==> config.mk <==
export PLATFORM = sky130hd
export DESIGN_NAME = sa_top
export DESIGN_NICKNAME = d
export VERILOG_FILES = /design/src/rtl/sa_pkg.sv /design/src/rtl/sa_array.sv /design/src/rtl/sa_in_skew.sv /design/src/rtl/sa_out_deskew.sv /design/src/rtl/sa_pe.sv /design/src/rtl/sa_top.sv
export SDC_FILE = /design/constraint.sdc
export NUM_CORES = 2
export LEC_CHECK = 0
export BUFFER_PORTS_ARGS = -buffer_cell sky130_fd_sc_hd__buf_2
export CORE_ASPECT_RATIO = 0.9
export CORE_MARGIN = 5
export CORE_UTILIZATION = 50
export CTS_CLUSTER_DIAMETER = 200
export DETAILED_ROUTE_END_ITERATION = 7
export PLACE_DENSITY = 0.68
export SETUP_SLACK_MARGIN = 0.15
export SLEW_MARGIN = 20
export SYNTH_ARGS = -nofsm -noshare
export SYNTH_HDL_FRONTEND = slang
export SYNTH_SLANG_ARGS = --single-unit
export TNS_END_PERCENT = 100
==> constraint.sdc <==
create_clock -name clk -period 10.4 [get_ports clk]
set_input_delay 1.04 -clock clk [delete_from_list [all_inputs] [get_ports clk]]
set_output_delay 1.04 -clock clk [all_outputs]
set_load 0.01 [all_outputs]
==> src/rtl/sa_pkg.sv <==
`default_nettype none

package sa_pkg;

    // ****************************************
    // default geometry and number formats.
    // ****************************************

    localparam int SA_HEIGHT = 4;  // array rows, also the activation vector length.
    localparam int SA_WIDTH = 4;   // array columns, also the result vector length.
    localparam int SA_IWIDTH = 8;  // signed weight and activation width.
    localparam int SA_OWIDTH = 24; // signed partial sum width.
    localparam int SA_DEPTH = 4;   // result buffer slots in the output stage.

    // what a row on the input handshake carries.
    typedef enum logic {
        SA_ACT = 1'b0,  // an activation vector.
        SA_WGT = 1'b1   // one row of weights.
    } sa_kind_e;

endpackage

`default_nettype wire

==> src/rtl/sa_array.sv <==
`timescale 1ns/1ps
`default_nettype none

module sa_array #(
    parameter int HEIGHT = sa_pkg::SA_HEIGHT,
    parameter int WIDTH = sa_pkg::SA_WIDTH,
    parameter int IWIDTH = sa_pkg::SA_IWIDTH,
    parameter int OWIDTH = sa_pkg::SA_OWIDTH
) (
    input  logic                      clk,
    input  logic                      reset_i,
    input  logic [HEIGHT-1:0]         act_en_i,
    input  logic [HEIGHT*IWIDTH-1:0]  act_col_i,
    input  logic                      wgt_en_i,
    input  logic [WIDTH*IWIDTH-1:0]   wgt_row_i,
    output logic [WIDTH-1:0]          sum_en_o,
    output logic [WIDTH*OWIDTH-1:0]   sum_row_o
);

    // activations run along rows, weights and sums along columns.
    // sum index HEIGHT is the zero feed below the bottom row.
    logic                     act_en_x [HEIGHT][WIDTH+1];
    logic signed [IWIDTH-1:0] act_x    [HEIGHT][WIDTH+1];
    logic                     wgt_en_x [HEIGHT+1][WIDTH];
    logic signed [IWIDTH-1:0] wgt_x    [HEIGHT+1][WIDTH];
    logic                     sum_en_x [HEIGHT+1][WIDTH];
    logic signed [OWIDTH-1:0] sum_x    [HEIGHT+1][WIDTH];

    // ****************************************
    // edges of the grid.
    // ****************************************

    for (genvar h = 0; h < HEIGHT; h++) begin : g_left
        assign act_en_x[h][0] = act_en_i[h];
        assign act_x[h][0] = act_col_i[h*IWIDTH +: IWIDTH];
    end

    for (genvar w = 0; w < WIDTH; w++) begin : g_edge
        assign wgt_en_x[0][w] = wgt_en_i;
        assign wgt_x[0][w] = wgt_row_i[w*IWIDTH +: IWIDTH];

        // the bottom sum starts when the bottom row's activation reaches this column.
        assign sum_en_x[HEIGHT][w] = act_en_x[HEIGHT-1][w];
        assign sum_x[HEIGHT][w] = '0;

        assign sum_en_o[w] = sum_en_x[0][w];
        assign sum_row_o[w*OWIDTH +: OWIDTH] = sum_x[0][w];
    end

    // ****************************************
    // cell grid.
    // ****************************************

    for (genvar h = 0; h < HEIGHT; h++) begin : g_row
        for (genvar w = 0; w < WIDTH; w++) begin : g_col
            sa_pe #(
                .IWIDTH(IWIDTH),
                .OWIDTH(OWIDTH)
            ) u_pe (
                .clk(clk),
                .reset_i(reset_i),
                .act_en_i(act_en_x[h][w]),
                .act_i(act_x[h][w]),
                .act_en_o(act_en_x[h][w+1]),
                .act_o(act_x[h][w+1]),
                .wgt_en_i(wgt_en_x[h][w]),
                .wgt_i(wgt_x[h][w]),
                .wgt_en_o(wgt_en_x[h+1][w]),
                .wgt_o(wgt_x[h+1][w]),
                .sum_en_i(sum_en_x[h+1][w]),
                .sum_i(sum_x[h+1][w]),
                .sum_en_o(sum_en_x[h][w]),
                .sum_o(sum_x[h][w])
            );
        end
    end

endmodule

`default_nettype wire

==> src/rtl/sa_in_skew.sv <==
`timescale 1ns/1ps
`default_nettype none

module sa_in_skew #(
    parameter int HEIGHT = sa_pkg::SA_HEIGHT,
    parameter int WIDTH = sa_pkg::SA_WIDTH,
    parameter int IWIDTH = sa_pkg::SA_IWIDTH,
    parameter int DEPTH = sa_pkg::SA_DEPTH
) (
    input  logic                         clk,
    input  logic                         reset_i,
    input  logic                         in_req_i,
    input  sa_pkg::sa_kind_e             in_kind_i,
    input  logic [HEIGHT*IWIDTH-1:0]     in_data_i,
    output logic                         in_ack_o,
    input  logic [$clog2(DEPTH+1)-1:0]   slot_free_i,
    output logic                         wgt_en_o,
    output logic [WIDTH*IWIDTH-1:0]      wgt_row_o,
    output logic [HEIGHT-1:0]            act_en_o,
    output logic [HEIGHT*IWIDTH-1:0]     act_col_o
);

    localparam int CW = $clog2(DEPTH + 1);

    logic [CW-1:0]           in_flight;
    logic [CW-1:0]           slot_free_q;
    logic                    is_wgt;
    logic                    can_take;
    logic                    take;
    logic                    act_take;
    logic                    retire;
    logic                    wgt_take_q;
    logic [WIDTH*IWIDTH-1:0] wgt_hold_q;

    // a weight row waits until the array and deskew hold no activations.
    assign is_wgt = (in_kind_i == sa_pkg::SA_WGT);
    assign can_take = is_wgt ? (in_flight == '0) : (in_flight < slot_free_i);
    assign take = in_req_i && !in_ack_o && can_take;
    assign act_take = take && !is_wgt;
    assign retire = (slot_free_i < slot_free_q);  // a vector was written into the buffer.

    // ****************************************
    // four-phase input handshake.
    // ****************************************

    always_ff @(posedge clk) begin
        if (reset_i) begin
            in_ack_o <= 1'b0;
        end else if (take) begin
            in_ack_o <= 1'b1;
        end else if (!in_req_i) begin
            in_ack_o <= 1'b0;
        end
    end

    always_ff @(posedge clk) begin
        slot_free_q <= slot_free_i;
        if (reset_i) begin
            in_flight <= '0;
        end else if (act_take && !retire) begin
            in_flight <= in_flight + 1'b1;
        end else if (retire && !act_take) begin
            in_flight <= in_flight - 1'b1;
        end
    end

    // weight rows use the low WIDTH elements, so WIDTH may not exceed HEIGHT.
    always_ff @(posedge clk) begin
        if (reset_i) begin
            wgt_take_q <= 1'b0;
            wgt_en_o <= 1'b0;
        end else begin
            wgt_take_q <= take && is_wgt;
            wgt_en_o <= wgt_take_q;
        end
    end

    always_ff @(posedge clk) begin
        if (take) begin
            wgt_hold_q <= in_data_i[WIDTH*IWIDTH-1:0];
        end
        wgt_row_o <= wgt_hold_q;
    end

    // ****************************************
    // triangular activation skew.
    // ****************************************

    for (genvar h = 0; h < HEIGHT; h++) begin : g_skew
        localparam int N = HEIGHT - h;  // the first stage loads on the accept edge.

        logic [N-1:0]      en_q;
        logic [IWIDTH-1:0] dat_q [N];

        always_ff @(posedge clk) begin
            if (reset_i) begin
                en_q <= '0;
            end else begin
                en_q[0] <= act_take;
                for (int i = 1; i < N; i++) begin
                    en_q[i] <= en_q[i-1];
                end
            end
        end

        always_ff @(posedge clk) begin
            if (act_take) begin
                dat_q[0] <= in_data_i[h*IWIDTH +: IWIDTH];
            end
            for (int i = 1; i < N; i++) begin
                dat_q[i] <= dat_q[i-1];
            end
        end

        assign act_en_o[h] = en_q[N-1];
        assign act_col_o[h*IWIDTH +: IWIDTH] = dat_q[N-1];
    end

    a_in_stable : assert property (
        @(posedge clk) disable iff (reset_i)
        (in_req_i && !in_ack_o) ##1 in_req_i |-> $stable(in_data_i) && $stable(in_kind_i)
    );

    // old and new weights must never meet the same vector.
    a_wgt_idle : assert property (
        @(posedge clk) disable iff (reset_i)
        wgt_en_o |-> (in_flight == '0)
    );

endmodule

`default_nettype wire

==> src/rtl/sa_out_deskew.sv <==
`timescale 1ns/1ps
`default_nettype none

module sa_out_deskew #(
    parameter int WIDTH = sa_pkg::SA_WIDTH,
    parameter int OWIDTH = sa_pkg::SA_OWIDTH,
    parameter int DEPTH = sa_pkg::SA_DEPTH
) (
    input  logic                         clk,
    input  logic                         reset_i,
    input  logic [WIDTH-1:0]             sum_en_i,
    input  logic [WIDTH*OWIDTH-1:0]      sum_row_i,
    output logic [$clog2(DEPTH+1)-1:0]   slot_free_o,
    output logic                         out_req_o,
    input  logic                         out_ack_i,
    output logic [WIDTH*OWIDTH-1:0]      out_data_o
);

    localparam int CW = $clog2(DEPTH + 1);
    localparam int PW = (DEPTH > 1) ? $clog2(DEPTH) : 1;
    localparam int VW = WIDTH * OWIDTH;

    logic [WIDTH-1:0] al_en;
    logic [VW-1:0]    al_row;
    logic [VW-1:0]    mem [DEPTH];
    logic [PW-1:0]    wr_ptr;
    logic [PW-1:0]    rd_ptr;
    logic [CW-1:0]    count;
    logic             wr_en;
    logic             pop;

    function automatic logic [PW-1:0] ptr_next(input logic [PW-1:0] p);
        return (p == PW'(DEPTH - 1)) ? '0 : p + 1'b1;
    endfunction

    // ****************************************
    // column deskew.
    // ****************************************

    for (genvar w = 0; w < WIDTH; w++) begin : g_col
        localparam int N = WIDTH - 1 - w;  // column 0 leaves the array first.

        if (N == 0) begin : g_pass
            assign al_en[w] = sum_en_i[w];
            assign al_row[w*OWIDTH +: OWIDTH] = sum_row_i[w*OWIDTH +: OWIDTH];
        end else begin : g_dly
            logic [N-1:0]      en_q;
            logic [OWIDTH-1:0] dat_q [N];

            always_ff @(posedge clk) begin
                if (reset_i) begin
                    en_q <= '0;
                end else begin
                    en_q[0] <= sum_en_i[w];
                    for (int i = 1; i < N; i++) begin
                        en_q[i] <= en_q[i-1];
                    end
                end
            end

            always_ff @(posedge clk) begin
                dat_q[0] <= sum_row_i[w*OWIDTH +: OWIDTH];
                for (int i = 1; i < N; i++) begin
                    dat_q[i] <= dat_q[i-1];
                end
            end

            assign al_en[w] = en_q[N-1];
            assign al_row[w*OWIDTH +: OWIDTH] = dat_q[N-1];
        end
    end

    // ****************************************
    // result buffer and output handshake.
    // ****************************************

    assign wr_en = al_en[0];
    // a read waits out a write cycle, so slot_free_o moves by one step at a time.
    assign pop = !out_req_o && !out_ack_i && (count != '0) && !wr_en;
    assign slot_free_o = CW'(DEPTH) - count;

    always_ff @(posedge clk) begin
        if (wr_en) begin
            mem[wr_ptr] <= al_row;
        end
    end

    always_ff @(posedge clk) begin
        if (reset_i) begin
            wr_ptr <= '0;
            rd_ptr <= '0;
            count <= '0;
            out_req_o <= 1'b0;
            out_data_o <= '0;
        end else begin
            if (wr_en) begin
                wr_ptr <= ptr_next(wr_ptr);
                count <= count + 1'b1;
            end else if (pop) begin
                count <= count - 1'b1;
            end
            if (pop) begin
                rd_ptr <= ptr_next(rd_ptr);
                out_data_o <= mem[rd_ptr];
                out_req_o <= 1'b1;
            end else if (out_req_o && out_ack_i) begin
                out_req_o <= 1'b0;  // ack must fall again before the next request.
            end
        end
    end

    // every column of a vector has to arrive in the same aligned cycle.
    a_cols_aligned : assert property (
        @(posedge clk) disable iff (reset_i)
        wr_en |-> (&al_en)
    );

    a_no_overflow : assert property (
        @(posedge clk) disable iff (reset_i)
        wr_en |-> (count < CW'(DEPTH))
    );

endmodule

`default_nettype wire

==> src/rtl/sa_pe.sv <==
`timescale 1ns/1ps
`default_nettype none

module sa_pe #(
    parameter int IWIDTH = sa_pkg::SA_IWIDTH,
    parameter int OWIDTH = sa_pkg::SA_OWIDTH
) (
    input  logic                     clk,
    input  logic                     reset_i,

    input  logic                     act_en_i,
    input  logic signed [IWIDTH-1:0] act_i,
    output logic                     act_en_o,
    output logic signed [IWIDTH-1:0] act_o,

    input  logic                     wgt_en_i,
    input  logic signed [IWIDTH-1:0] wgt_i,
    output logic                     wgt_en_o,
    output logic signed [IWIDTH-1:0] wgt_o,

    input  logic                     sum_en_i,
    input  logic signed [OWIDTH-1:0] sum_i,
    output logic                     sum_en_o,
    output logic signed [OWIDTH-1:0] sum_o
);

    logic signed [IWIDTH-1:0]   wgt_q;
    logic signed [2*IWIDTH-1:0] prod;

    assign prod = act_i * wgt_q;

    // the push enable is shared by a whole column, so every row shifts on one load.
    assign wgt_en_o = wgt_en_i;
    assign wgt_o = wgt_q;  // the old weight moves down as the new one comes in.

    always_ff @(posedge clk) begin
        if (reset_i) begin
            act_en_o <= 1'b0;
            sum_en_o <= 1'b0;
            sum_o <= '0;
            wgt_q <= '0;
        end else begin
            act_en_o <= act_en_i;
            sum_en_o <= sum_en_i;
            if (wgt_en_i) begin
                wgt_q <= wgt_i;
            end
            if (sum_en_i) begin
                sum_o <= sum_i + prod;  // product is sign extended to the sum width.
            end
        end
    end

    always_ff @(posedge clk) begin
        act_o <= act_i;
    end

    // the input skew has to line each activation up with the sum climbing past it.
    a_sum_meets_act : assert property (
        @(posedge clk) disable iff (reset_i)
        sum_en_i == act_en_i
    );

endmodule

`default_nettype wire

==> src/rtl/sa_top.sv <==
`timescale 1ns/1ps
`default_nettype none

module sa_top #(
    parameter int HEIGHT = sa_pkg::SA_HEIGHT,
    parameter int WIDTH = sa_pkg::SA_WIDTH,
    parameter int IWIDTH = sa_pkg::SA_IWIDTH,
    parameter int OWIDTH = sa_pkg::SA_OWIDTH,
    parameter int DEPTH = sa_pkg::SA_DEPTH
) (
    input  logic                       clk,
    input  logic                       reset_i,
    input  logic                       in_req_i,
    output logic                       in_ack_o,
    input  sa_pkg::sa_kind_e           in_kind_i,
    input  logic [HEIGHT*IWIDTH-1:0]   in_data_i,
    output logic                       out_req_o,
    input  logic                       out_ack_i,
    output logic [WIDTH*OWIDTH-1:0]    out_data_o
);

    logic                         wgt_en;
    logic [WIDTH*IWIDTH-1:0]      wgt_row;
    logic [HEIGHT-1:0]            act_en;
    logic [HEIGHT*IWIDTH-1:0]     act_col;
    logic [WIDTH-1:0]             sum_en;
    logic [WIDTH*OWIDTH-1:0]      sum_row;
    logic [$clog2(DEPTH+1)-1:0]   slot_free;

    sa_in_skew #(
        .HEIGHT(HEIGHT),
        .WIDTH(WIDTH),
        .IWIDTH(IWIDTH),
        .DEPTH(DEPTH)
    ) u_in_skew (
        .clk(clk),
        .reset_i(reset_i),
        .in_req_i(in_req_i),
        .in_kind_i(in_kind_i),
        .in_data_i(in_data_i),
        .in_ack_o(in_ack_o),
        .slot_free_i(slot_free),
        .wgt_en_o(wgt_en),
        .wgt_row_o(wgt_row),
        .act_en_o(act_en),
        .act_col_o(act_col)
    );

    sa_array #(
        .HEIGHT(HEIGHT),
        .WIDTH(WIDTH),
        .IWIDTH(IWIDTH),
        .OWIDTH(OWIDTH)
    ) u_array (
        .clk(clk),
        .reset_i(reset_i),
        .act_en_i(act_en),
        .act_col_i(act_col),
        .wgt_en_i(wgt_en),
        .wgt_row_i(wgt_row),
        .sum_en_o(sum_en),
        .sum_row_o(sum_row)
    );

    sa_out_deskew #(
        .WIDTH(WIDTH),
        .OWIDTH(OWIDTH),
        .DEPTH(DEPTH)
    ) u_out_deskew (
        .clk(clk),
        .reset_i(reset_i),
        .sum_en_i(sum_en),
        .sum_row_i(sum_row),
        .slot_free_o(slot_free),
        .out_req_o(out_req_o),
        .out_ack_i(out_ack_i),
        .out_data_o(out_data_o)
    );

endmodule

`default_nettype wire

==> impl_table.tex <==
\begin{tabular}{lr}
\hline
Metric & Value \\
\hline
\multicolumn{2}{l}{\textbf{Run status}} \\
Status & finished, final reports clean \\
\multicolumn{2}{l}{\textbf{Detailed routing}} \\
Iteration-0 DRC Markers & 3631 \\
Number of detailed-routing iterations run before antenna repair & 5 \\
Total via count in the routed design & 58050 \\
Routed len/inst & 18.39 um \\
Number of design rule violations left after detail routing & 0 \\
Number of vias per cell after detailed routing & 5.195 \\
Final routed wirelength across all metal layers & between 200 and 250 mm \\
Post-route antenna net violation count & 0 \\
\multicolumn{2}{l}{\textbf{Critical path}} \\
Critical Path Most Common Cell & fa\_1 \\
Critical Path Sink Type & flip-flop \\
Stage delay of the slowest cell on the critical path & 0.80 ns \\
Setup slack, reg-to-reg & 4.38 ns \\
Beginning of the worst register-to-register path & u\_array.g\_row[0].g\_col[2].u\_pe.wgt\_o[1] \\
Worst reg2reg path endpoint & u\_array.g\_row[0].g\_col[2].u\_pe.sum\_o[23] \\
Worst Reg-to-Reg Cells & 15 \\
Launching element type of the critical path & flip-flop \\
Setup Crit Path Kind & flip-flop to flip-flop \\
Critical Path Slowest Stage Cell & and2\_1 \\
Worst endpoint required time & 11.10 ns \\
Endpoint arrival time on the critical path & about 6.7 ns \\
Worst-path cell chain & and2\_1, fa\_1, inv\_1, fa\_1, fa\_1, inv\_1, fa\_1, ha\_1, ha\_1, nand4\_1, o41ai\_1, o21ai\_1, o21a\_1, xnor2\_1, a211oi\_1 \\
Highest fanout seen on the critical path & 16 \\
\multicolumn{2}{l}{\textbf{Die}} \\
\# IOs & 135 \\
Row count & 151 \\
Core area & between 0.15 and 0.2 sq mm \\
Die outline height & 422.0 um \\
Die extent in x & roughly 470 um \\
Full die area & 0.1974 sq mm \\
Starting utilization of the core area & 0.5017 \\
\multicolumn{2}{l}{\textbf{Pwr}} \\
Leakage power summed over all cells & 47.78 nW \\
Power per Cell Area & 126.7 mW/mm\^{}2 \\
Worst VDD drop & 0.1547 mV \\
\multicolumn{2}{l}{\textbf{Yosys}} \\
Gate count after technology mapping & 8480 \\
Number of synthesized flops with an enable pin & 448 \\
Top post-synthesis cells by area & fa\_1 27\%, dfxtp\_1 19\%, edfxtp\_1 14\%, ha\_1 9.1\%, inv\_1 5.5\% \\
Cell area after technology mapping & 0.09432 sq mm \\
Synth Warn \# & 0 \\
Most used flip-flop cell after synthesis & dfxtp\_1 \\
Most area-hungry cell type in the Yosys netlist & fa\_1 \\
Number of distinct standard cells referenced by the synthesized netlist & 83 \\
Post-synthesis register bit count & 1341 \\
Async SR Flop Fraction & 0 \\
Mean area per synthesized cell & 11.12 sq um \\
Net Count, Synth & roughly 10000 \\
Sequential cell area fraction in the yosys report & 0.3322 \\
Area share of the leading cell type in the synthesized netlist & 0.2713 \\
\multicolumn{2}{l}{\textbf{Timing}} \\
Post-route clock skew & 0.04336 ns \\
Unrepaired setup endpoints after global routing & no \\
Post-layout min period & 6.016 ns \\
Summed negative setup slack over all endpoints & 0 ns \\
Total of endpoints with negative setup slack in the final report & 0 \\
Transition at the pin with the smallest max-transition slack & 1.046 ns \\
Max-slew violation count & 0 \\
Post-route fraction of the period consumed by the critical path & 0.5785 \\
Number of hold violations in the final report & 0 \\
Worst max-slew margin expressed relative to the limit & 0.3024 \\
Highest attainable clock frequency & approximately 0.17 GHz \\
\multicolumn{2}{l}{\textbf{Clocking}} \\
Clock sink total & 1341 \\
CTS max path bufs & 3 \\
Number of gates given a new drive strength after cts & 0 \\
Max H-tree Level & 4 \\
Clock tree from TritonCTS & yes \\
Clock-pin slew reported for the worst setup and hold paths after clock tree synthesis & 0.06 ns \\
Setup Buffers After CTS & 0 \\
Count of hold-fix buffers inserted at cts & 0 \\
Latest clock arrival within the worst-skew pair & 0.80 ns \\
CTS buffer count & 142 \\
Clk Tree Root Cell & clkbuf\_16 \\
\multicolumn{2}{l}{\textbf{Worst hold path}} \\
Hold path startpoint & u\_out\_deskew.g\_col[0].g\_dly.dat\_q[0][6] \\
Cell depth of the worst min-delay path & 0 \\
Worst hold path endpoint & u\_out\_deskew.g\_col[0].g\_dly.dat\_q[0][30] \\
Min-Delay Path Class & flip-flop to flip-flop \\
\multicolumn{2}{l}{\textbf{Final layout}} \\
Ratio of cells with drive above 1 in the final layout & 0.06509 \\
Layout area overhead & 8.544\% \\
Total number of nets in the final design & 10530 \\
Filler cells & 15980 \\
Number of standard cells in the layout, taps in and fillers out & 11170 \\
\multicolumn{2}{l}{\textbf{Global route}} \\
Largest net degree at the start of global routing & around 180 \\
Initial antenna violation count & 9 \\
Wire length of the first global-routing pass & between 300 and 400 mm \\
Residual overflow from global routing & 0 \\
Overall routing resource usage & 0.2121 \\
Via count of the first global-routing pass & 60760 \\
\multicolumn{2}{l}{\textbf{Placed design}} \\
Weighted congestion at the end of routability-driven global placement & between 0.8 and 0.9 \\
Half-perimeter wire length after detailed placement & 158.4 mm \\
Port Buffer Count & 134 \\
Placed Cells & 10910 \\
\multicolumn{2}{l}{\textbf{Flow run}} \\
Maximum capacitance violations & 0 \\
\hline
\end{tabular}
-- worst max path at each step --
stage               cells after the start  slack, ns                                        to                                    start
floorplan                              17       4.58  u_array.g_row[0].g_col[3].u_pe.sum_o[22]  u_array.g_row[0].g_col[3].u_pe.wgt_o[0]
global placement                       16       4.35  u_array.g_row[0].g_col[1].u_pe.sum_o[22]  u_array.g_row[0].g_col[1].u_pe.wgt_o[0]
detailed placement                     16       4.24  u_array.g_row[0].g_col[1].u_pe.sum_o[22]  u_array.g_row[0].g_col[1].u_pe.wgt_o[0]
CTS                                    16       4.22  u_array.g_row[0].g_col[1].u_pe.sum_o[22]  u_array.g_row[0].g_col[1].u_pe.wgt_o[0]
global route                           15       4.02  u_array.g_row[0].g_col[2].u_pe.sum_o[23]  u_array.g_row[0].g_col[2].u_pe.wgt_o[1]
finish                                 15       4.38  u_array.g_row[0].g_col[2].u_pe.sum_o[23]  u_array.g_row[0].g_col[2].u_pe.wgt_o[1]
-- critical path: cells and delay by family (launching register included) --
family,cells,cell delay (ns)
adders and majority gates,6,2.63
AOI/OAI and AO/OA,4,1.33
and+or+nand+nor,2,1.04
DFF,1,0.65
buffers and inverters,2,0.13
xor gates and xnor gates,1,0.12
-- layer usage --
| layer | vias up | routed length, um | global-route usage |
|---|---|---|---|
| li1 | 27300 | - | - |
| met1 | 29310 | 96730 | 0.3115 |
| met2 | 1197 | 93830 | 0.3333 |
| met3 | 250 | 9975 | 0.03022 |
| met4 | 0 | 4990 | 0.05345 |
| met5 | - | 0 | 0 |
-- metrics by stage --
stage / util / hold WS [ns] / total power, mW / setup WS [ns] / area, sq um
6_report: 0.5446 / 0.3081 / 12.97 / 4.384 / 102400
5_1_grt: 0.5446 / 0.3045 / 13.55 / 4.025 / 102400
4_1_cts: 0.5444 / 0.3031 / 13.12 / 4.218 / 102300
3_5_place_dp: 0.5188 / 0.3121 / 7.924 / 4.236 / 97530
3_3_place_gp: 0.5188 / 0.3103 / 7.881 / 4.353 / 97520
2_1_floorplan: - / 0.3096 / 7.196 / 4.584 / 94320
-- final cells by class --
| class | instances | area (sq um) | share of cell area |
|---|---|---|---|
| repair buffers | 173 | 1018 | 0.009949 |
| diodes | 1 | 2.502 | 0.00002444 |
| clock buffers | 185 | 3887 | 0.03797 |
| clock inverters | 78 | 925.9 | 0.009044 |
| well taps | 2524 | 3158 | 0.03085 |
| inverters | 1385 | 5200 | 0.05079 |
| flip-flops and latches | 1341 | 31350 | 0.3063 |
| multi-input cells | 5487 | 56830 | 0.5551 |
-- Yosys cell counts, types with 8 or more instances --
master    number
o31ai_1       11
or3_1         12
buf_1         46
o21a_1        17
nand2_1      654
and3_1        30
a21oi_1      299
nor2_1       512
xor2_1        60
clkbuf_1     218
and2_1       563
edfxtp_1     448
a31o_2        12
nand3_1       56
o22ai_1       13
inv_1       1381
nor3b_1       21
o21ai_1       13
a311o_1       14
ha_1         688
o21ai_0       91
xnor2_1      186
mux4_2        96
mux2_2         9
or2_2         10
nor2b_1       58
a211oi_1      51
a31oi_1       23
o311ai_0      11
and4_1         8
nor3_1        62
fa_1        1278
o21bai_1      38
dfxtp_1      893
nand4_1       18
mux2i_1      324
a21o_1        70
nor4_1        15
nand2b_1      61
-- where the power goes --
part,internal (mW),switching (mW)
registers,5.74,0.499
logic,0.641,0.912
clock network,2.96,2.21
-- registers in the layout, summed over array words and instances, names as in the netlist --
signal and count:
u_in_skew.in_ack_o 1, u_out_deskew.wr_ptr 2, u_out_deskew.count 3, u_out_deskew.g_col.g_dly.dat_q 144, u_in_skew.in_flight 3, u_out_deskew.out_data_o 96, u_array.g_row.g_col.u_pe.wgt_o 128, u_in_skew.g_skew.en_q 1
u_in_skew.wgt_en_o 1, u_in_skew.wgt_hold_q 32, u_out_deskew.g_col.g_dly.en_q 3, u_array.g_row.g_col.u_pe.sum_en_o 4, u_in_skew.wgt_row_o 32, u_out_deskew.rd_ptr 2, u_in_skew.g_skew.dat_q 80, u_in_skew.slot_free_q 3
u_out_deskew.mem 384, u_in_skew.wgt_take_q 1, u_array.g_row.g_col.u_pe.act_o 96, u_array.g_row.g_col.u_pe.sum_o 324, u_out_deskew.out_req_o 1
-- kinds of logic (layout without fill, tap and decap cells) --
logic type	after synthesis	in the layout	share of synthesized area
other	0	1	0
buffers and inverters	1652	1821	0.06579
flip-flops	1341	1341	0.3322
AND/OR/NAND/NOR	2110	2110	0.1087
XOR/XNOR	246	246	0.02284
multiplexers	429	429	0.05838
adder cells (fa/ha/maj)	1966	1966	0.3625
AO/OA/AOI/OAI	736	736	0.04960
-- placed cells by master (no fill, tap or decap), types with 38 or more instances in the layout --
master,count
and2_1,558
o21ai_0,91
nor2b_1,58
fa_1,1278
nor2_1,511
edfxtp_1,448
nand3_1,56
nand2_1,653
a211oi_1,51
mux2i_1,324
o21bai_1,38
xnor2_1,186
nand2b_1,61
buf_2,133
nor3_1,60
a21oi_1,299
xor2_1,60
a21o_1,70
clkbuf_16,144
mux4_2,96
dfxtp_1,885
ha_1,688
inv_1,1380
Note: power is estimated with default switching activity, not from simulation.
